==> src/common/board_defines.svh <==
// board glue widths and positions

`ifndef BOARD_DEFINES_SVH
`define BOARD_DEFINES_SVH

// bus widths
`define BOARD_JOY_W        16   // joystick word from the board
`define GAME_JOY_W         10   // joystick word seen by the game
`define STATUS_W           32   // OSD status word
`define GFX_LAYERS         4

// set to 1 for games with a third fire button
`define THREE_BUTTONS      0

// positions inside a board joystick word
`define START1_BIT         (6 + `THREE_BUTTONS)
`define START2_BIT         (7 + `THREE_BUTTONS)
`define COIN_BIT           (8 + `THREE_BUTTONS)
`define PAUSE_BIT          (9 + `THREE_BUTTONS)

// 1 when the game expects active-low inputs
`define INPUTS_ACTIVE_LOW  1

// core reset length after the last cause, in clk_sys cycles
`define RST_HOLD_CYCLES    16

`endif

==> src/common/board_pkg.sv <==
// board glue types

`include "board_defines.svh"

package board_pkg;

    // decoded keyboard state, already in the clk_sys domain
    typedef struct packed {
        logic [`GAME_JOY_W-1:0] joy1;
        logic [`GAME_JOY_W-1:0] joy2;
        logic [1:0]             start;
        logic [1:0]             coin;
        logic                   reset;    // soft reset key
        logic                   pause;
        logic                   service;
        logic [`GFX_LAYERS-1:0] gfx;      // layer toggle keys
    } key_state_t;

    // what the game core sees
    typedef struct packed {
        logic [`GAME_JOY_W-1:0] joystick1;
        logic [`GAME_JOY_W-1:0] joystick2;
        logic [1:0]             coin;
        logic [1:0]             start;
        logic                   service;
    } game_inputs_t;

    // settings decoded from the OSD status word
    typedef struct packed {
        logic [1:0] rotate;
        logic       rot_control;
        logic       enable_fm;
        logic       enable_psg;
        logic       dip_test;
        logic       dip_pause;
        logic       dip_flip;      // a change here restarts the core
        logic [1:0] fxlevel;
        logic [2:0] scanlines;     // passed on to the video frame
    } dip_cfg_t;

    // core reset sequencer
    typedef enum logic {
        RST_IDLE = 1'b0,
        RST_HOLD = 1'b1
    } rst_state_e;

endpackage

==> src/design/reset_seq.sv <==
// core reset stretcher

`timescale 1ns/10ps
`include "board_defines.svh"

module reset_seq (
    input  logic clk_sys,
    input  logic game_rst,
    input  logic rst_req,
    input  logic soft_rst,
    input  logic dip_flip,
    output logic core_rst
);
    import board_pkg::*;

    localparam int CNT_W = $clog2(`RST_HOLD_CYCLES + 1);
    localparam logic [CNT_W-1:0] CNT_LAST = CNT_W'(`RST_HOLD_CYCLES - 1);

    rst_state_e       state;
    logic [CNT_W-1:0] hold_cnt;   // quiet cycles seen so far
    logic             flip_q;     // local copy of dip_flip
    logic             flip_prev;  // one sample older
    logic             cause;

    // screen flip change counts as a reset request
    assign cause = rst_req | soft_rst | (flip_q != flip_prev);

    always_ff @(posedge clk_sys) begin
        if (game_rst) begin
            state     <= RST_HOLD;
            hold_cnt  <= '0;
            flip_q    <= 1'b0;
            flip_prev <= 1'b0;
        end else begin
            flip_q    <= dip_flip;
            flip_prev <= flip_q;
            case (state)
                RST_IDLE: begin
                    if (cause) begin
                        state    <= RST_HOLD;
                        hold_cnt <= '0;
                    end
                end
                RST_HOLD: begin
                    if (cause) begin
                        hold_cnt <= '0;           // restart the stretch
                    end else if (hold_cnt == CNT_LAST) begin
                        state <= RST_IDLE;
                    end else begin
                        hold_cnt <= hold_cnt + 1'b1;
                    end
                end
            endcase
        end
    end

    assign core_rst = (state == RST_HOLD);    // straight from the state flop

endmodule

==> src/design/dip_decode.sv <==
// OSD status decoder

`timescale 1ns/10ps
`include "board_defines.svh"

module dip_decode (
    input  logic                  clk_sys,
    input  logic                  game_rst,
    input  logic [`STATUS_W-1:0]  status,
    input  logic                  game_pause,
    output board_pkg::dip_cfg_t   dip
);
    import board_pkg::*;

    dip_cfg_t dip_next;

    always_comb begin
        dip_next             = '0;
        dip_next.rotate      = status[2:1];
        dip_next.rot_control = status[2];       // shares a bit with rotate
        dip_next.dip_flip    = status[3];
        dip_next.dip_test    = status[4];
        dip_next.enable_fm   = ~status[5];      // OSD stores a disable
        dip_next.enable_psg  = ~status[6];
        dip_next.fxlevel     = status[8:7];
        dip_next.scanlines   = status[11:9];
        // the OSD bit and the pause toggle both freeze the game
        dip_next.dip_pause   = game_pause | status[0];
    end

    always_ff @(posedge clk_sys) begin
        if (game_rst) begin
            dip            <= '0;
            dip.enable_fm  <= 1'b1;   // sound on by default
            dip.enable_psg <= 1'b1;
        end else begin
            dip <= dip_next;
        end
    end

endmodule

==> src/input/input_mapper.sv <==
// joystick and key input mapper

`timescale 1ns/10ps
`include "board_defines.svh"

module input_mapper (
    input  logic                     clk_sys,
    input  logic                     game_rst,
    input  logic [`BOARD_JOY_W-1:0]  board_joystick1,  // async, active high
    input  logic [`BOARD_JOY_W-1:0]  board_joystick2,
    input  board_pkg::key_state_t    keys,
    input  logic                     rot_control,
    output board_pkg::game_inputs_t  inputs,
    output logic                     joy_pause
);
    import board_pkg::*;

    localparam logic INV = (`INPUTS_ACTIVE_LOW != 0);
    localparam logic [`GAME_JOY_W-1:0] INV_JOY  = {`GAME_JOY_W{INV}};
    localparam logic [1:0]             INV_PAIR = {2{INV}};

    logic [`BOARD_JOY_W-1:0] joy1_sync;
    logic [`BOARD_JOY_W-1:0] joy2_sync;
    logic [`GAME_JOY_W-1:0]  joy1_merged;
    logic [`GAME_JOY_W-1:0]  joy2_merged;
    game_inputs_t            inputs_next;

    // quarter turn for vertical games on a horizontal screen
    function automatic logic [`GAME_JOY_W-1:0] apply_rot(
        input logic [`GAME_JOY_W-1:0] joy,
        input logic                   rot
    );
        logic [`GAME_JOY_W-1:0] res;
        res = joy;
        if (rot) begin
            res[3:0] = {joy[0], joy[1], joy[3], joy[2]};
        end
        return res;
    endfunction

    always_ff @(posedge clk_sys) begin
        if (game_rst) begin
            joy1_sync <= '0;
            joy2_sync <= '0;
        end else begin
            joy1_sync <= board_joystick1;   // single sync stage
            joy2_sync <= board_joystick2;
        end
    end

    assign joy1_merged = joy1_sync[`GAME_JOY_W-1:0] | keys.joy1;
    assign joy2_merged = joy2_sync[`GAME_JOY_W-1:0] | keys.joy2;

    always_comb begin
        inputs_next.joystick1 = INV_JOY ^ apply_rot(joy1_merged, rot_control);
        inputs_next.joystick2 = INV_JOY ^ apply_rot(joy2_merged, rot_control);
        inputs_next.coin      = INV_PAIR ^
            ({joy2_sync[`COIN_BIT], joy1_sync[`COIN_BIT]} | keys.coin);
        // either joystick can press either start button
        inputs_next.start     = INV_PAIR ^
            ({joy1_sync[`START2_BIT], joy1_sync[`START1_BIT]} |
             {joy2_sync[`START2_BIT], joy2_sync[`START1_BIT]} | keys.start);
        inputs_next.service   = INV ^ keys.service;
    end

    always_ff @(posedge clk_sys) begin
        if (game_rst) begin
            inputs.joystick1 <= INV_JOY;    // nothing pressed
            inputs.joystick2 <= INV_JOY;
            inputs.coin      <= INV_PAIR;
            inputs.start     <= INV_PAIR;
            inputs.service   <= INV;
            joy_pause        <= 1'b0;
        end else begin
            inputs    <= inputs_next;
            joy_pause <= joy1_sync[`PAUSE_BIT] | joy2_sync[`PAUSE_BIT];
        end
    end

endmodule

==> src/input/input_toggles.sv <==
// pause, layer and soft reset toggles

`timescale 1ns/10ps
`include "board_defines.svh"

module input_toggles (
    input  logic                    clk_sys,
    input  logic                    game_rst,
    input  board_pkg::key_state_t   keys,
    input  logic                    joy_pause,
    output logic                    game_pause,
    output logic [`GFX_LAYERS-1:0]  gfx_en,
    output logic                    soft_rst
);
    import board_pkg::*;

    logic                   last_pause_key;  // previous key samples
    logic                   last_joy_pause;
    logic                   last_reset_key;
    logic [`GFX_LAYERS-1:0] last_gfx_keys;
    logic                   pause_press;
    logic                   reset_press;
    logic [`GFX_LAYERS-1:0] gfx_press;

    assign pause_press = (keys.pause & ~last_pause_key) |
                         (joy_pause & ~last_joy_pause);
    assign reset_press = keys.reset & ~last_reset_key;
    assign gfx_press   = keys.gfx & ~last_gfx_keys;

    always_ff @(posedge clk_sys) begin
        // a key held through reset is not a new press
        last_pause_key <= keys.pause;
        last_joy_pause <= joy_pause;
        last_reset_key <= keys.reset;
        last_gfx_keys  <= keys.gfx;
        if (game_rst) begin
            game_pause <= 1'b0;
            gfx_en     <= '1;                   // all layers on
            soft_rst   <= 1'b0;
        end else begin
            soft_rst <= reset_press;           // one cycle wide
            if (pause_press) begin
                game_pause <= ~game_pause;
            end
            for (int i = 0; i < `GFX_LAYERS; i++) begin
                if (gfx_press[i]) begin
                    gfx_en[i] <= ~gfx_en[i];
                end
            end
        end
    end

endmodule

==> src/design/board_top.sv <==
// arcade board glue top

`timescale 1ns/10ps
`include "board_defines.svh"

module board_top (
    input  logic                     clk_sys,
    input  logic                     game_rst,
    input  logic                     rst_req,      // level, held by the frame
    input  logic [`BOARD_JOY_W-1:0]  board_joystick1,
    input  logic [`BOARD_JOY_W-1:0]  board_joystick2,
    input  board_pkg::key_state_t    keys,
    input  logic [`STATUS_W-1:0]     status,
    output logic                     core_rst,
    output board_pkg::game_inputs_t  inputs,
    output board_pkg::dip_cfg_t      dip,
    output logic                     game_pause,
    output logic [`GFX_LAYERS-1:0]   gfx_en
);

    logic joy_pause;    // pause button on either joystick
    logic soft_rst;     // one cycle per reset key press

    reset_seq u_reset_seq (
        .clk_sys  (clk_sys),
        .game_rst (game_rst),
        .rst_req  (rst_req),
        .soft_rst (soft_rst),
        .dip_flip (dip.dip_flip),
        .core_rst (core_rst)
    );

    dip_decode u_dip_decode (
        .clk_sys    (clk_sys),
        .game_rst   (game_rst),
        .status     (status),
        .game_pause (game_pause),
        .dip        (dip)
    );

    input_mapper u_input_mapper (
        .clk_sys         (clk_sys),
        .game_rst        (game_rst),
        .board_joystick1 (board_joystick1),
        .board_joystick2 (board_joystick2),
        .keys            (keys),
        .rot_control     (dip.rot_control),
        .inputs          (inputs),
        .joy_pause       (joy_pause)
    );

    input_toggles u_input_toggles (
        .clk_sys    (clk_sys),
        .game_rst   (game_rst),
        .keys       (keys),
        .joy_pause  (joy_pause),
        .game_pause (game_pause),
        .gfx_en     (gfx_en),
        .soft_rst   (soft_rst)
    );

endmodule

==> config.mk <==
export PLATFORM = sky130hd
export DESIGN_NAME = board_top
export DESIGN_NICKNAME = d
export VERILOG_FILES = /design/src/common/board_pkg.sv /design/src/design/reset_seq.sv /design/src/design/dip_decode.sv /design/src/input/input_mapper.sv /design/src/input/input_toggles.sv /design/src/design/board_top.sv
export VERILOG_INCLUDE_DIRS = /design/src /design/src/common
export SDC_FILE = /design/constraint.sdc
export NUM_CORES = 1
export LEC_CHECK = 0
export BUFFER_PORTS_ARGS = -buffer_cell sky130_fd_sc_hd__buf_2
export CORE_ASPECT_RATIO = 2
export CORE_UTILIZATION = 35
export DETAILED_ROUTE_END_ITERATION = 10
export GPL_TIMING_DRIVEN = 1
export PLACE_DENSITY = 0.71
export SYNTH_ARGS = -nofsm -noshare
export SYNTH_HDL_FRONTEND = slang
export SYNTH_SLANG_ARGS = --single-unit
export TNS_END_PERCENT = 5
==> constraint.sdc <==
create_clock -name clk_sys -period 1.98 [get_ports clk_sys]
set_input_delay 0.297 -clock clk_sys [delete_from_list [all_inputs] [get_ports clk_sys]]
set_output_delay 0.297 -clock clk_sys [all_outputs]
set_load 0.05 [all_outputs]
; ---- After elaboration in Yosys (flattened, before gate mapping)
; Cells that the tools add are included.
; W data, S select, Z words.
[classes]
eq_ne = 4
bitwise = 31
n_reduce_logical = 1
n_mux = 10
addsub = 1
[op_table]
columns = cell, count
row1 = $not A10 Y10, 2
row2 = $or A10 B10 Y10, 2
row3 = $mux W5, 3
row4 = $not A1 Y1, 12
row5 = $pmux W5 S2, 1
row6 = $mux W4, 2
row7 = $or A2 B2 Y2, 3
row8 = $add A5 B1 Y5 const B, 1
row9 = $eq A5 B4 Y1 const B, 1
row10 = $or A1 B1 Y1, 5
row11 = $and A4 B4 Y4, 1
row12 = $not A2 Y2, 2
row13 = $not A4 Y4, 1
row14 = $and A1 B1 Y1, 3
row15 = $mux W1, 3
row16 = $ne A3 B3 Y1 const B, 1
row17 = $ne A2 B1 Y1 const B, 1
row18 = $pmux W1 S2, 1
row19 = $reduce_and A2 Y1, 1
row20 = $ne A1 B1 Y1, 1
[word_totals]
ff_bits = 80
in_bits = 98
word_cells = 78
output_inout_bits = 44

; ---- Logic depth before layout (Yosys ltp)
; Gate-level depths: netlist of run 1.
[depth]
depth_word = 4
depth_mapped = 7
ltp_nobuf = 6

; ---- Cells and area by module
; From an unflattened synthesis of run 1, not the netlist that was laid out.
[unflattened]
hier_cells = 202
area_unflattened_um2 = 2461.1
[by_module_without_submodules]
columns = mod, n_inst, cells_each, seq_area_each_um2, area_per_inst_um2
row1 = input_mapper, 1, 110, 920.9, 1355.0
row2 = input_toggles, 1, 32, 260.2, 397.9
row3 = reset_seq, 1, 34, 160.2, 364.1
row4 = dip_decode, 1, 26, 240.2, 344.1

; ---- Worst setup path before layout of run 1
; No wires, ideal clock.
[synth_timing]
kind = reg2reg
startpoint = register u_reset_seq.hold_cnt[0]
endpoint = register u_reset_seq.hold_cnt[1]
t_arrival_ns = 1.312
required_ns = 1.863
setup_time_ns = 0.117
period_less_slack_ns = 1.429
path_stages_with_launch = 8
n_path_buf = 1
path_slack_ns = 0.551
cell_sequence = dfxtp_1 -> ha_1 -> and3_1 -> ha_1 -> nor2b_4 -> buf_6 -> mux2i_1 -> nor2_1
[synth_between]
elab_chain_len = 4
word_cells_on_any_way = 7
classes_between = add/sub (1) / eq/ne (2) / mux (3) / reduce/logical (1)
[synth_rtl]
columns = item, line_no
row1 = "start, declared", reset_seq.sv:20  ; logic [CNT_W-1:0] hold_cnt;
row2 = "start signal, assigned", reset_seq.sv:50  ; hold_cnt <= hold_cnt + 1'b1;
row3 = $add A5 B1 Y5, reset_seq.sv:50
row4 = $mux W5, reset_seq.sv:47  ; end else if (hold_cnt == CNT_LAST) begin
row5 = $mux W5, reset_seq.sv:45  ; if (cause) begin
row6 = $pmux W5 S2, reset_seq.sv:37  ; case (state)
; Parallel ways exist; a longest one is shown, timed or not. The select of a mux whose other input is x is not followed.
; A chain may end at the register's enable or synchronous reset.

; ---- Worst setup path after layout of run 1
[layout_timing]
startpoint = register, netlist name u_dip_decode.dip[10]
endpoint = output port dip[10] (netlist bit)
[layout_rtl]
columns = item, line_no
row1 = "end, declared", board_top.sv:16  ; output board_pkg::dip_cfg_t dip,
; No word-level cell between the ends.

==> reports/qor.yml, run 1 <==
outcome:
  outcome: "finished clean"
global_route:
  track_usage_pct: 13.9
  grt_pass1_vias: 1701
  use_met2_pct: 22.8
  antenna_found_initial: 0
  grtUsageMet3_pct: 7.57
  grt-busiest-layer: "met2"
  grt_max_degree: 40
  grt_util_met1_pct: 13.2
  grt_pass1_wl_um: 7290
  grt_overflow: 0
cts:
  htreeDepth: 3
  clk_latency_ns: 0.33
  root_buffer: "clkbuf_16"
  ctsResizeCount: 0
  cts_hold_buf: 0
  clock_sinks: 79
  cts_tree: "yes"
  postCtsSetupRepairBufs: 0
  cts_buffers: 9
  clk_pin_slew_ns: 0.06
  clockBufferDepth: 2
worst_setup_path:
  crit_required_ns: 1.68
  critPathMaxStageDelay_ns: 0.67
  crit_path_start_kind: "flip-flop"
  path_buf_inv: 1
  r2r_start: "u_reset_seq.hold_cnt[0]$_SDFFE_PP0P_"
  endpoint_kind: "primary output"
  crit_path_max_fanout: 18
  arrival_ns: 1.36
  cp-startpoint: "u_dip_decode.dip[10]$_SDFF_PP0_"
  cp_slowest_cell: "dfxtp_1"
  critPathKind: "reg2out"
  cp_cell_sequence: "buf_2"
  path_delay_family: "flip-flops"
routing:
  viasPerCell: 4.25
  drc: 0
  drtIter0Drc: 64
  first_pass_iters: 3
  ant_nets: 0
  routed_wl_um: 4590
  num_vias: 1773
  drt-wirelength-per-cell_um: 11.0
placed_design:
  io_buffer_count: 109
  dp_hpwl_um: 3410
  gp_congestion: 0.688
  post-place-ws_ns: 0.471
synth:
  ys_seq_area_share_pct: 63.9
  synth_top_family_by_area: "simple AND/OR/NAND/NOR gates"
  muxShareOfSynthArea_pct: 0.404
  ys_seq_elements: 79
  synth_compound_area_share_pct: 8.19
  syn_inst: 212
  ys_types: 27
  yosys.area_share.simple_pct: 20.3
  yosysWarnings: 0
  synth_area_per_cell_sq_um: 11.7
  syn-cell-area_sq_um: 2480
  synth_nets: 312
  synthXorXnorAreaFrac_pct: 2.48
  synth_fa_ha_area_share_pct: 1.01
sta:
  setup_slack_ns: 0.318
  period_share_pct: 83.9
  fmax_ghz: 0.602
  finalSetupTns_ns: 0
  setup_violations: 0
  tightest_slew_ns: 0.557
  rsz0062_at_grt: "false"
  min_period_ns: 1.66
  slew_headroom_pct: 62.8
  finalHoldViolations: 0
  finalMaxSlewViolations: 0
  skew_ns: 0.00358
  final.hold.worst_slack_ns: 0.0815
pwr:
  powerDensity_nw_per_um2: 1140
  power.leakage_uw: 0.00155
  power_switching_uw: 924
  p_int_uw: 2910
  clockPowerShare_pct: 43.3
  ir_drop_v: 0.000577
  seq_power_share_pct: 44.9
  swShare_pct: 24.1
  pwr-share-comb_pct: 11.8
final_layout:
  syn_to_final_growth_pct: 36.1
  fillers: 698
  drive_above_1_share_pct: 40.7
  num_antenna_cells: 0
  nets: 422
job:
  drv_cap: 0
floorplan:
  fp-row-count: 43
  die_area_sq_um: 7440
  start_util_pct: 36.0
  die_x_um: 61.5
  die_y_um: 121
  core_sq_um: 6890
  io_pins: 142
min_path:
  hp-start: "keys[2]"
  hold_class: "in2reg"
cells in the mapped netlist:
cell / instances / area share [%]
nor3_2: 6 / 2.4
inv_1: 1 / 0.15
nand3b_1: 1 / 0.30
nand2_1: 1 / 0.15
o21bai_1: 14 / 4.2
nor3_1: 3 / 0.61
o21ai_0: 8 / 1.6
nor2b_4: 1 / 0.56
xnor2_1: 6 / 2.1
buf_6: 3 / 1.4
xor2_1: 1 / 0.35
mux2i_1: 1 / 0.40
and3b_1: 1 / 0.35
buf_4: 4 / 1.2
nor3b_1: 1 / 0.30
nor2_1: 13 / 2.0
nor2b_1: 35 / 8.8
and3_1: 3 / 0.76
dfxtp_1: 79 / 64
buf_2: 5 / 1.0
a211o_1: 4 / 1.4
o211ai_1: 1 / 0.30
a211oi_1: 1 / 0.30
a21boi_0: 1 / 0.30
ha_1: 2 / 1.0
nand2b_1: 13 / 3.3
or2_1: 3 / 0.76
final cells by class:
class	instances	area (sq um)	area share [%]
Clock inverter	3	40.0	1.19
Sequential cell	79	1580	46.9
Multi-Input combinational cell	120	802	23.8
Timing Repair Buffer	111	561	16.6
Tap cell	90	113	3.34
Clock buffer	13	270	8.02
Inverter	1	3.75	0.111
cell usage in the layout (no fill, tap or decap), types with 2 or more instances in the layout:
| cell type | count |
|---|---|
| a211o_1 | 4 |
| and3_1 | 3 |
| buf_2 | 109 |
| buf_4 | 2 |
| clkbuf_16 | 9 |
| clkbuf_8 | 3 |
| clkinv_2 | 2 |
| dfxtp_1 | 79 |
| ha_1 | 2 |
| nand2b_1 | 13 |
| nor2_1 | 13 |
| nor2b_1 | 35 |
| nor3_1 | 3 |
| nor3_2 | 6 |
| o21ai_0 | 8 |
| o21bai_1 | 14 |
| or2_1 | 3 |
| xnor2_1 | 6 |
final timing paths:
path	to	slack [ns]	cells after the start
worst max-delay path	dip[10]	0.32	1
worst min-delay path	u_input_toggles.last_gfx_keys[2]$_DFF_P_	0.08	1
worst max register to register	u_reset_seq.hold_cnt[1]$_SDFFE_PP0P_	0.46	6
worst min register to register	u_input_toggles.last_joy_pause$_DFF_P_	0.36	0
power groups by stage:
stage | clock network (uW) | logic, uW | registers, uW
after global placement | 0 | 451 | 1750
after floorplan | 0 | 130 | 1950
final | 1660 | 453 | 1720
after detailed placement | 0 | 459 | 1750
after CTS | 1710 | 460 | 1720
after global routing | 1780 | 489 | 1730
metrics by stage:
| step | cell area (sq um) | instances | total power [uW] | util, % |
|---|---|---|---|---|
| 6_report | 3370 | 417 | 3830 | 48.9 |
| 3_3_place_gp | 3060 | 401 | 2200 | 44.4 |
| 3_5_place_dp | 3060 | 401 | 2210 | 44.4 |
| 5_1_grt | 3370 | 417 | 4000 | 48.9 |
| 2_1_floorplan | 2480 | 212 | 2080 | - |
| 4_1_cts | 3370 | 417 | 3890 | 48.9 |
metal layers:
metal  routed length (um)  up-vias
li1                     -      907
met1                 1720      785
met2                 2340       72
met3                  411        9
met4                  123        0
met5                    0        -
state kept, by name, indices dropped and copies added (netlist names):
name and count:
u_input_mapper.inputs 25, u_input_toggles.last_gfx_keys 4, u_reset_seq.flip_prev 1, u_input_mapper.joy2_sync 10, u_input_toggles.last_pause_key 1, u_reset_seq.core_rst 1, u_dip_decode.dip 12, u_input_mapper.joy_pause 1
u_reset_seq.hold_cnt 5, u_input_mapper.joy1_sync 10, u_reset_seq.flip_q 1, u_input_toggles.last_joy_pause 1, u_input_toggles.soft_rst 1, u_input_toggles.gfx_en 4, u_input_toggles.last_reset_key 1, u_input_toggles.game_pause 1
logic make-up (layout without fill, tap and decap cells):
family | Yosys count | count (layout)
AO/OA/AOI/OAI | 29 | 29
flip-flops | 79 | 79
AND/OR/NAND/NOR | 81 | 81
multiplexers | 1 | 1
XOR/XNOR | 7 | 7
adder cells (fa/ha/maj) | 2 | 2
buffers and inverters | 13 | 128
No activity file was read; power rests on OpenSTA's default activity.
==> inputs of run 2 (changes only) <==
Settings changed: ABC_AREA set to 1, PLACE_DENSITY 0.71 to 0.74.
Clock period 1.98 ns to 1.3 ns, I/O delays scaled along.
==> run 2 against run 1 <==
  * The flow now finishes with violations (setup timing)
  * Clock-buffer cell count is 2 lower
  * First-iteration DRC count down 27%
  * Via count increased by 17%
  * Clock skew is 0.0030 ns higher
  * Final cell count up 15%
  * Global-route usage is 2.1 points higher
  * Largest power group unchanged
==> reports/qor.yml, run 2 <==
synth:
  synth_compound_area_share_pct: 8.53
  synth.most_common_cell: "dfxtp_1"
  synthXorXnorAreaFrac_pct: 0.702
  yosysWarnings: 0
  ys_seq_area_share_pct: 63.4
  ys_async_sr_fraction_pct: 0
  synthFlopType: "dfxtp_1"
  synth_top_family_by_area: "simple AND/OR/NAND/NOR gates"
  ys_types: 27
  synth_nets: 361
  syn_inst: 261
  yosys.area_share.simple_pct: 15.2
  syn-cell-area_sq_um: 2490
  synth_fa_ha_area_share_pct: 1.00
  muxShareOfSynthArea_pct: 0
  yosysTopAreaCell: "dfxtp_1"
  synth-edff-count: 0
  yosysTopAreaCellShare_pct: 63.4
  synth_area_leaders: "dfxtp_1 (63%), inv_1 (7.7%), nor2_1 (6.2%)"
  synth_common_cells: "dfxtp_1 (79), inv_1 (51), nor2_1 (41)"
  synth_area_per_cell_sq_um: 9.56
  ys_seq_elements: 79
sta:
  min_period_ns: 1.32
  fmax_ghz: 0.758
  setup_slack_ns: -0.0187
  tightest_slew_ns: 0.368
  setup_violations: 3
  final.hold.worst_slack_ns: 0.0246
  slew_headroom_pct: 75.5
  skew_ns: 0.00658
  rsz0062_at_grt: "true"
  finalHoldViolations: 0
  finalMaxSlewViolations: 0
  period_share_pct: 101
routing:
  drt-wirelength-per-cell_um: 11.3
  drtIter0Drc: 47
  routed_wl_um: 5420
  num_vias: 2076
  drc: 0
  first_pass_iters: 4
  viasPerCell: 4.33
  ant_nets: 0
floorplan:
  die_y_um: 121
  io_pins: 142
  start_util_pct: 36.2
  die_x_um: 61.7
  core_sq_um: 6890
  die_area_sq_um: 7490
  fp-row-count: 43
final_layout:
  multi_input_area_sq_um: 667
  top_regs: "u_input_mapper.inputs x25, u_dip_decode.dip x12"
  final_common_cell: "buf_2"
  nets: 484
  stdcell_area_sq_um: 3540
  drive_above_1_share_pct: 38.8
  register_area_sq_um: 1580
  fillers: 670
  largest_register_ffs: 25
  largest_register: "u_input_mapper.inputs"
  syn_to_final_growth_pct: 41.9
  fin_util_pct: 51.4
  mostFrequentLayoutCells: "buf_2 (107), dfxtp_1 (77), inv_1 (50), nor2_1 (40), o21ai_0 (19)"
worst_setup_path:
  cp_cell_sequence: "ha_4 > nand2_2 > nor2_1 > ha_1 > inv_2 > nand2_4 > inv_1 > nand3_2 > nand3_2 > a21oi_2"
  path_delay_family: "simple AND/OR/NAND/NOR gates"
  endpoint_kind: "flip-flop"
  crit_required_ns: 1.57
  cpMostUsedCell: "nand3_2"
  path_buf_inv: 2
  crit_path_max_fanout: 7
  arrival_ns: 1.59
  critPathKind: "reg2reg"
  crit_path_start_kind: "flip-flop"
  critPathMaxStageDelay_ns: 0.36
  cp_slowest_cell: "dfxtp_2"
global_route:
  grt_overflow: 0
  grt_max_degree: 37
  grt_pass1_vias: 2017
  grt_pass1_wl_um: 8610
  antenna_found_initial: 0
  track_usage_pct: 16.0
placed_design:
  dpl_cell_area_sq_um: 3140
  dp_hpwl_um: 3930
  gp_congestion: 0.732
  io_buffer_count: 109
  post-place-ws_ns: -0.0719
cts:
  root_buffer: "clkbuf_16"
  clk_latency_ns: 0.33
  cts_buffers: 9
  clk_pin_slew_ns: 0.06
  htreeDepth: 3
  clockBufferDepth: 2
  clock_sinks: 79
  cts_tree: "yes"
outcome:
  outcome: "finished with violations"
  violations: "setup timing"
pwr:
  powerDensity_nw_per_um2: 1640
  power.leakage_uw: 0.00174
  ir_drop_v: 0.00108
job:
  drv_cap: 0
min_path:
  hold_class: "in2reg"
run 2: per-stage QoR:
step	instances	power (uW)	TNS (ns)
finish	480	5820	-0.0416
global route	479	6040	-0.612
CTS	477	5880	-0.0565
detailed placement	455	3370	-0.202
global placement	455	3350	-0.0855
floorplan	261	3150	0
run 2: final timing paths:
check | start | to | slack [ns] | depth (start not counted)
worst max-delay path | u_reset_seq.hold_cnt[1]$_SDFFE_PP0P_ | u_reset_seq.hold_cnt[2]$_SDFFE_PP0P_ | -0.02 | 10
worst min register to register | u_input_mapper.joy_pause$_SDFF_PP0_ | u_input_toggles.last_joy_pause$_DFF_P_ | 0.35 | 0
worst max register to register | u_reset_seq.hold_cnt[1]$_SDFFE_PP0P_ | u_reset_seq.hold_cnt[2]$_SDFFE_PP0P_ | -0.02 | 10
worst min-delay path | status[6] | u_dip_decode.dip[8]$_SDFF_PP1_ | 0.02 | 2
run 2: timing repair:
| item | 4_1_cts | 5_1_grt |
|---|---|---|
| hold buffers | 6 | 0 |
| endpoints found under the hold margin | 6 | 0 |
| setup buffers | 0 | 2 |
| gates resized for setup | 5 | 2 |
| setup endpoints to repair | 5 | 7 |
| pin swaps | 2 | 0 |
run 2: worst reg2reg max path: stages, from the launching register on:
cell and delay, ns:
dfxtp_2 0.36, ha_4 0.14, nand2_2 0.05, nor2_1 0.09, ha_1 0.16, inv_2 0.04
nand2_4 0.10, inv_1 0.08, nand3_2 0.08, nand3_2 0.06, a21oi_2 0.10
run 2: per-layer routing:
| layer | track usage [%] | up-vias | wire (um) | share of wire, % |
|---|---|---|---|---|
| li1 | - | 1055 | - | - |
| met1 | 15.2 | 937 | 1890 | 35 |
| met2 | 27.1 | 65 | 3040 | 56 |
| met3 | 4.58 | 19 | 263 | 4.9 |
| met4 | 12.2 | 0 | 226 | 4.2 |
| met5 | 0 | - | 0 | 0 |
run 2: report_power, final:
part           internal [uW]  switching [uW]  leakage, uW
Sequential              2560            52.3     0.000660
Clock                   1540             952     0.000146
Combinational            215             499     0.000937
Total                   4320            1500      0.00174
run 2: cell families (layout without fill, tap and decap cells):
family                     after synthesis  in the layout
and+or+nand+nor                         80             80
buffers and inverters                   65            193
other                                    0              1
AOI/OAI and AO/OA                       33             33
xor gates and xnor gates                 2              2
adders and majority gates                2              2
DFF                                     79             79
run 2: layout make-up:
type | instances | share of cell area [%]
multi-input combinational | 117 | 18.8
sequential | 79 | 44.7
clock buffer | 11 | 6.86
antenna | 1 | 0.0707
inverter | 54 | 5.80
tap | 90 | 3.18
clock inverter | 5 | 1.59
timing repair buffer | 123 | 18.9
